===== config.mk =====
export PLATFORM = sky130hd
export DESIGN_NAME = tti_queues_top
export DESIGN_NICKNAME = d
export VERILOG_FILES = /design/src/source/tti_queue_pkg.sv /design/src/source/tti_csr_access.sv /design/src/source/tti_queue.sv /design/src/source/tti_intr_collect.sv /design/src/source/tti_queues_top.sv
export VERILOG_INCLUDE_DIRS = /design/src /design/src/include
export SDC_FILE = /design/constraint.sdc
export NUM_CORES = 1
export LEC_CHECK = 0
export BUFFER_PORTS_ARGS = -buffer_cell sky130_fd_sc_hd__buf_4
export CAP_MARGIN = 10
export CORE_MARGIN = 8
export CORE_UTILIZATION = 40
export CTS_CLUSTER_DIAMETER = 150
export CTS_CLUSTER_SIZE = 12
export DETAILED_ROUTE_END_ITERATION = 6
export PLACE_DENSITY = 0.69
export SLEW_MARGIN = 20
export SYNTH_ARGS = -nofsm -noshare
export SYNTH_HDL_FRONTEND = slang
export SYNTH_SLANG_ARGS = --single-unit

===== constraint.sdc =====
create_clock -name hclk_i -period 3.69 [get_ports hclk_i]
set_input_delay 0 -clock hclk_i [delete_from_list [all_inputs] [get_ports hclk_i]]
set_output_delay 0 -clock hclk_i [all_outputs]
set_load 0.01 [all_outputs]

===== src/include/tti_queue_consts.svh =====
// Queue bank sizes, CSR widths, reset threshold and status word bit positions
`ifndef TTI_QUEUE_CONSTS_SVH
`define TTI_QUEUE_CONSTS_SVH

`define TTI_QUEUE_NUM 4
`define TTI_QUEUE_DEPTH 8
`define TTI_DEPTH_W 4
`define TTI_DATA_W 32
`define TTI_CSR_AW 6
`define TTI_THLD_RST 1

// STATUS read word layout, depth sits in the low bits
`define TTI_STAT_EMPTY_BIT 8
`define TTI_STAT_FULL_BIT 9
`define TTI_STAT_TRIG_BIT 10
`define TTI_STAT_INTR_BIT 16

`endif


===== src/source/tti_queue_pkg.sv =====
// Queue opcode and register selector enums, CSR request/response, queue command and status structs
`include "tti_queue_consts.svh"

package tti_queue_pkg;

  typedef enum logic [1:0] {
    QOP_NONE,
    QOP_PUSH,
    QOP_SET_THLD,
    QOP_FLUSH
  } queue_op_e;

  // Selected by CSR address bits 3:2
  typedef enum logic [1:0] {
    REG_DATA   = 2'd0,
    REG_THLD   = 2'd1,
    REG_RST    = 2'd2,
    REG_STATUS = 2'd3
  } csr_reg_e;

  typedef struct packed {
    logic                   req;
    logic                   we;
    logic [`TTI_CSR_AW-1:0] addr;
    logic [`TTI_DATA_W-1:0] wdata;
  } csr_req_t;

  typedef struct packed {
    logic                   rd_ack;
    logic                   wr_ack;
    logic [`TTI_DATA_W-1:0] rd_data;
  } csr_rsp_t;

  typedef struct packed {
    queue_op_e              op;
    logic [`TTI_DATA_W-1:0] data;
  } queue_cmd_t;

  typedef struct packed {
    logic [`TTI_DEPTH_W-1:0] depth;
    logic                    empty;
    logic                    full;
    logic [`TTI_DEPTH_W-1:0] thld;
    logic                    thld_trig;
  } queue_stat_t;

endpackage


===== src/source/tti_csr_access.sv =====
// CSR request decoder producing per-queue commands, interrupt clears and registered read data
`timescale 1ns/100ps
`include "tti_queue_consts.svh"

module tti_csr_access
  import tti_queue_pkg::*;
(
  input  logic                       hclk_i,
  input  logic                       rst_n_i,
  input  csr_req_t                   csr_req_i,
  output csr_rsp_t                   csr_rsp_o,
  input  queue_stat_t                q_stat_i [`TTI_QUEUE_NUM],
  input  logic [`TTI_QUEUE_NUM-1:0]  intr_i,
  output queue_cmd_t                 q_cmd_o [`TTI_QUEUE_NUM],
  output logic [`TTI_QUEUE_NUM-1:0]  intr_clr_o
);

  logic [1:0]             q_idx;
  csr_reg_e               reg_sel;
  logic                   wr_req;
  logic                   rd_req;
  logic [`TTI_DATA_W-1:0] rd_word;
  queue_stat_t            sel_stat;

  logic                   rd_ack_q;
  logic                   wr_ack_q;
  logic [`TTI_DATA_W-1:0] rd_data_q;

  assign q_idx   = csr_req_i.addr[5:4];
  assign reg_sel = csr_reg_e'(csr_req_i.addr[3:2]);
  assign wr_req  = csr_req_i.req & csr_req_i.we;
  assign rd_req  = csr_req_i.req & ~csr_req_i.we;

  // Per-queue commands, valid only in the request cycle
  always_comb begin
    intr_clr_o = '0;
    for (int q = 0; q < `TTI_QUEUE_NUM; q++) begin
      q_cmd_o[q].op   = QOP_NONE;
      q_cmd_o[q].data = csr_req_i.wdata;
      if (wr_req && (q_idx == 2'(q))) begin
        case (reg_sel)
          REG_DATA:   q_cmd_o[q].op = QOP_PUSH;
          REG_THLD:   q_cmd_o[q].op = QOP_SET_THLD;
          REG_RST: begin
            if (csr_req_i.wdata[0]) begin
              q_cmd_o[q].op = QOP_FLUSH;
            end
          end
          REG_STATUS: intr_clr_o[q] = csr_req_i.wdata[`TTI_STAT_INTR_BIT];
          default:    q_cmd_o[q].op = QOP_NONE;
        endcase
      end
    end
  end

  assign sel_stat = q_stat_i[q_idx];

  // Read mux, DATA and RST read as zero
  always_comb begin
    rd_word = '0;
    case (reg_sel)
      REG_THLD: rd_word[`TTI_DEPTH_W-1:0] = sel_stat.thld;
      REG_STATUS: begin
        rd_word[`TTI_DEPTH_W-1:0]    = sel_stat.depth;
        rd_word[`TTI_STAT_EMPTY_BIT] = sel_stat.empty;
        rd_word[`TTI_STAT_FULL_BIT]  = sel_stat.full;
        rd_word[`TTI_STAT_TRIG_BIT]  = sel_stat.thld_trig;
        rd_word[`TTI_STAT_INTR_BIT]  = intr_i[q_idx];
      end
      default: rd_word = '0;
    endcase
  end

  always_ff @(posedge hclk_i) begin
    if (!rst_n_i) begin
      rd_ack_q <= 1'b0;
      wr_ack_q <= 1'b0;
    end else begin
      rd_ack_q <= rd_req;
      wr_ack_q <= wr_req;
    end
  end

  always_ff @(posedge hclk_i) begin
    if (rd_req) begin
      rd_data_q <= rd_word;
    end
  end

  assign csr_rsp_o.rd_ack  = rd_ack_q;
  assign csr_rsp_o.wr_ack  = wr_ack_q;
  assign csr_rsp_o.rd_data = rd_data_q;

endmodule


===== src/source/tti_queue.sv =====
// Single circular-buffer queue with depth count, ready threshold and trigger
`timescale 1ns/100ps
`include "tti_queue_consts.svh"

module tti_queue
  import tti_queue_pkg::*;
(
  input  logic                   hclk_i,
  input  logic                   rst_n_i,
  input  queue_cmd_t             cmd_i,
  input  logic                   pop_i,
  output queue_stat_t            stat_o,
  output logic [`TTI_DATA_W-1:0] head_o
);

  localparam int PTR_W = $clog2(`TTI_QUEUE_DEPTH);

  logic [`TTI_DATA_W-1:0]  mem [`TTI_QUEUE_DEPTH];
  logic [PTR_W-1:0]        wr_ptr;
  logic [PTR_W-1:0]        rd_ptr;
  logic [`TTI_DEPTH_W-1:0] depth;
  logic [`TTI_DEPTH_W-1:0] thld;
  logic                    empty;
  logic                    full;
  logic                    do_push;
  logic                    do_pop;
  logic                    do_flush;

  assign empty    = (depth == '0);
  assign full     = (depth == `TTI_DEPTH_W'(`TTI_QUEUE_DEPTH));
  assign do_flush = (cmd_i.op == QOP_FLUSH);
  // Overflowing pushes and pops on empty are dropped
  assign do_push  = (cmd_i.op == QOP_PUSH) && !full;
  assign do_pop   = pop_i && !empty;

  always_ff @(posedge hclk_i) begin
    if (!rst_n_i) begin
      wr_ptr <= '0;
      rd_ptr <= '0;
      depth  <= '0;
    end else if (do_flush) begin
      wr_ptr <= '0;
      rd_ptr <= '0;
      depth  <= '0;
    end else begin
      if (do_push) begin
        wr_ptr <= wr_ptr + 1'b1;
      end
      if (do_pop) begin
        rd_ptr <= rd_ptr + 1'b1;
      end
      case ({do_push, do_pop})
        2'b10:   depth <= depth + 1'b1;
        2'b01:   depth <= depth - 1'b1;
        default: depth <= depth;
      endcase
    end
  end

  always_ff @(posedge hclk_i) begin
    if (do_push) begin
      mem[wr_ptr] <= cmd_i.data;
    end
  end

  always_ff @(posedge hclk_i) begin
    if (!rst_n_i) begin
      thld <= `TTI_DEPTH_W'(`TTI_THLD_RST);
    end else if (cmd_i.op == QOP_SET_THLD) begin
      thld <= cmd_i.data[`TTI_DEPTH_W-1:0];
    end
  end

  assign head_o = mem[rd_ptr];

  assign stat_o.depth     = depth;
  assign stat_o.empty     = empty;
  assign stat_o.full      = full;
  assign stat_o.thld      = thld;
  // Zero threshold disables the trigger
  assign stat_o.thld_trig = (thld != '0) && (depth >= thld);

endmodule


===== src/source/tti_intr_collect.sv =====
// Sticky per-queue threshold interrupts with write-one-to-clear and level interrupt line
`timescale 1ns/100ps
`include "tti_queue_consts.svh"

module tti_intr_collect
  import tti_queue_pkg::*;
(
  input  logic                      hclk_i,
  input  logic                      rst_n_i,
  input  queue_stat_t               q_stat_i [`TTI_QUEUE_NUM],
  input  logic [`TTI_QUEUE_NUM-1:0] intr_clr_i,
  output logic [`TTI_QUEUE_NUM-1:0] intr_o,
  output logic                      irq_o
);

  logic [`TTI_QUEUE_NUM-1:0] trig;
  logic [`TTI_QUEUE_NUM-1:0] trig_q;
  logic [`TTI_QUEUE_NUM-1:0] sticky_q;
  logic [`TTI_QUEUE_NUM-1:0] sticky_d;
  logic                      irq_q;

  always_comb begin
    for (int q = 0; q < `TTI_QUEUE_NUM; q++) begin
      trig[q] = q_stat_i[q].thld_trig;
    end
  end

  // Rising edge sets, clear applied first so set wins
  assign sticky_d = (sticky_q & ~intr_clr_i) | (trig & ~trig_q);

  always_ff @(posedge hclk_i) begin
    if (!rst_n_i) begin
      trig_q   <= '0;
      sticky_q <= '0;
      irq_q    <= 1'b0;
    end else begin
      trig_q   <= trig;
      sticky_q <= sticky_d;
      irq_q    <= |sticky_d;
    end
  end

  assign intr_o = sticky_q;
  assign irq_o  = irq_q;

endmodule


===== src/source/tti_queues_top.sv =====
// Top level joining CSR access, the queue bank and the interrupt collector
`timescale 1ns/100ps
`include "tti_queue_consts.svh"

module tti_queues_top
  import tti_queue_pkg::*;
(
  input  logic                      hclk_i,
  input  logic                      rst_n_i,
  input  csr_req_t                  csr_req_i,
  output csr_rsp_t                  csr_rsp_o,
  input  logic [`TTI_QUEUE_NUM-1:0] pop_i,
  output queue_stat_t               q_stat_o [`TTI_QUEUE_NUM],
  output logic [`TTI_DATA_W-1:0]    q_head_o [`TTI_QUEUE_NUM],
  output logic                      irq_o
);

  queue_cmd_t                q_cmd [`TTI_QUEUE_NUM];
  queue_stat_t               q_stat [`TTI_QUEUE_NUM];
  logic [`TTI_QUEUE_NUM-1:0] intr;
  logic [`TTI_QUEUE_NUM-1:0] intr_clr;

  tti_csr_access xcsr_access (
    .hclk_i     (hclk_i),
    .rst_n_i    (rst_n_i),
    .csr_req_i  (csr_req_i),
    .csr_rsp_o  (csr_rsp_o),
    .q_stat_i   (q_stat),
    .intr_i     (intr),
    .q_cmd_o    (q_cmd),
    .intr_clr_o (intr_clr)
  );

  for (genvar i = 0; i < `TTI_QUEUE_NUM; i++) begin : g_queue
    tti_queue xqueue (
      .hclk_i  (hclk_i),
      .rst_n_i (rst_n_i),
      .cmd_i   (q_cmd[i]),
      .pop_i   (pop_i[i]),
      .stat_o  (q_stat[i]),
      .head_o  (q_head_o[i])
    );

    assign q_stat_o[i] = q_stat[i];
  end

  tti_intr_collect xintr_collect (
    .hclk_i     (hclk_i),
    .rst_n_i    (rst_n_i),
    .q_stat_i   (q_stat),
    .intr_clr_i (intr_clr),
    .intr_o     (intr),
    .irq_o      (irq_o)
  );

endmodule


==> impl_results.md <==
- Setup slack at placement: 0.665 ns
- Largest cells by area after synthesis: edfxtp_1, mux4_2, dfxtp_1
- Post-synth top flop: edfxtp_1
- Routed Antenna Nets: 0
- Worst slew pin tran: 1.08 ns
- Unrepaired setup endpoints after global routing: false
- DRC violations left: 0
- Synth Area per Inst: 21.6 µm²
- # IOs: 253
- Die footprint: 119,000 µm²
- Core area: 107,000 µm²
- Post-CTS Setup Inserts: 0
- Cell Chain, Critical Path: nor4b_2, nor4_4, inv_1, ha_1, xor2_1, ha_1, a21oi_1, xor2_1, or3_1, a21oi_1
- Final instance area: 50,200 µm²
- CTS H-tree lvls: 3
- Register area: 32,600 µm²
- CP peak stage delay: 0.58 ns
- Tightest Hold Check Type: in -> reg
- Worst Hold Margin: 0.0508 ns
- Lkg Pwr: 15.6 nW
- Area of the multi-input gates: 10,300 µm²
- DPL Wire Length: 57.0 mm
- CP startpoint: g_queue[3].xqueue.depth[1]
- CTS Hold Bufs: 43
- Initial Util: 40.3%
- Power Dens Cells: 479 nW/µm²
- Crit path arrival time: 3.55 ns
- Final Cycle Share: 81.0%
- Fin. max-slew vios: 0
- Setup crit start kind: flip-flop
- FF+latch count, synth: 1,111
- Tmin final: 2.99 ns
- Yosys Warn Count: 0
- Non-filler cells, final: 3,774
- CTS tree: yes
- Sequential-to-total area share from yosys stat: 75.3%
- GP Congestion: 0.810
- Commonest non-fill, non-tap cell in the layout: edfxtp_1
- Final Hold Fails: 0
- FMAX: 0.334 GHz
- Setup CP Type: reg -> reg
- Sink Count: 1,111
- Vias in the first global route: 21,400
- Clk_lat worst skew: 0.66 ns
- Largest net degree at the start of global routing: 65
- Layout cells sized above 1: 35.2%
- Reg clk slew, reported paths: 0.07 ns
- First-pass GRT wire length: 144 mm
- Final setup viols: 0
- IO buf count: 226
- P&R area growth vs syn: 16.0%
- Setup Skew: 0.0157 ns
- Max-slew headroom: 27.8%
- Total negative slack: 0 ns
- Die Wd: 345 µm
- Slowest cell on crit path: dfxtp_1
- Filler Cell Count: 8,774
- Initial antenna violation count: 3
- DRT Pass-1 Iters: 5
- Max Cap Viol: 0
- Synth Cell Area: 43,300 µm²
- Initial DRC Count: 1,936
- Status: finished clean
- # rows: 120
- CTS resizes: 0
- Asr flop ratio synth: 0%
- Fin nets: 2,400
- Total GRT Usage: 16.4%
- Hold Crit Start: pop_i[1]
- Number of synthesized flops with an enable pin: 1,032
- WL/cell: 26.2 µm
- Dpl cell area: 46,900 µm²
- CP max FO: 11
- Post-Route WL: 98.8 mm
- Final core utilization: 46.8%
- Die height: 345 µm
- Clock buffer depth: 3
- Total power: 24.0 mW
- Req. time, crit path: 4.25 ns
- Total number of vias: 20,500
- Post-synth top area cell: edfxtp_1
- Post-Syn Instances: 2,001
- Top-area cell type share of the netlist area: 71.6%
- Most frequent cells in the layout: edfxtp_1, mux4_2, buf_4, mux2_2, clkbuf_16
- Crit end category: flip-flop
- Unique masters post-synth: 49
- Setup ws final: 0.700 ns
- CTS root buf: clkbuf_16
- CTS buffer count: 102
- Cells after DPL: 3,574
- Global route overflow: 0
- Vias per cell: 5.43
- Reg2reg start: g_queue[3].xqueue.depth[1]
- Peak supply drop: 346 µV
## per-layer routing
layer  GRT usage, %  vias to the layer above  wire length [µm]
li1               -                     8752                 -
met4           4.58                        0              2380
met1           21.5                    11000             40500
met3           2.73                      136              5730
met5              0                        -                 0
met2           28.2                      640             50200
## path summary, 6_finish.rpt
path                                       to  slack [ns]  cells after the start
setup / recovery   g_queue[3].xqueue.depth[2]        0.70                     10
hold / removal                      flip-flop        0.05                      4
setup reg to reg   g_queue[3].xqueue.depth[2]        0.70                     10
hold reg to reg   g_queue[0].xqueue.wr_ptr[0]        0.50                      2
## sequential cells by signal, summed over array words and instances, names as in the netlist, named ones only
name / cells
g_queue.xqueue.thld: 16
xintr_collect.trig_q: 4
xcsr_access.rd_data_q: 8
g_queue.xqueue.depth: 16
xcsr_access.wr_ack_q: 1
xintr_collect.intr_o: 4
g_queue.xqueue.rd_ptr: 12
xintr_collect.irq_o: 1
xcsr_access.rd_ack_q: 1
g_queue.xqueue.mem: 1024
g_queue.xqueue.wr_ptr: 12
## critical path: cells and delay by family, from the launching register on
family                   cells  cell delay [ns]
flip-flops                   1             0.58
adder cells (fa/ha/maj)      2             0.51
XOR/XNOR                     2             0.27
AND/OR/NAND/NOR              3             1.02
AO/OA/AOI/OAI                2             0.36
buffers and inverters        1             0.15
## layout make-up
class,instances,area share (%)
antenna,1,0.00499
clock buffer,153,5.57
inverter,24,0.180
tap,1403,3.50
timing repair buffer,316,5.19
sequential,1111,65.0
multi-input combinational,763,20.5
clock inverter,3,0.110
## cells in the mapped netlist (all sizes together) (6+ instances only)
master  number
edfxtp    1032
mux4       268
mux2       128
buf         87
dfxtp       79
nor2        65
clkbuf      39
ha          36
mux2i       31
nand2       31
nor2b       29
o21ai       26
inv         24
xor2        20
a21oi       13
nand2b      13
xnor2       10
and2         9
nor3         8
nor4         8
nor4b        6
## report_power, final
part / total, mW / switching (mW) / internal, mW
Combinational: 0.750 / 0.460 / 0.289
Clock: 9.44 / 4.27 / 5.17
Sequential: 13.8 / 0.0374 / 13.8
## cell families after synthesis
group / after synthesis / synth area share, %
other: 1 / 0.00867
DFF: 1111 / 75.3
adders and majority gates: 36 / 1.04
xor gates and xnor gates: 30 / 0.607
muxes: 427 / 18.0
and+or+nand+nor: 194 / 2.53
AOI/OAI and AO/OA: 52 / 0.720
buffers and inverters: 150 / 1.78
(Power assumes the default switching activity.)
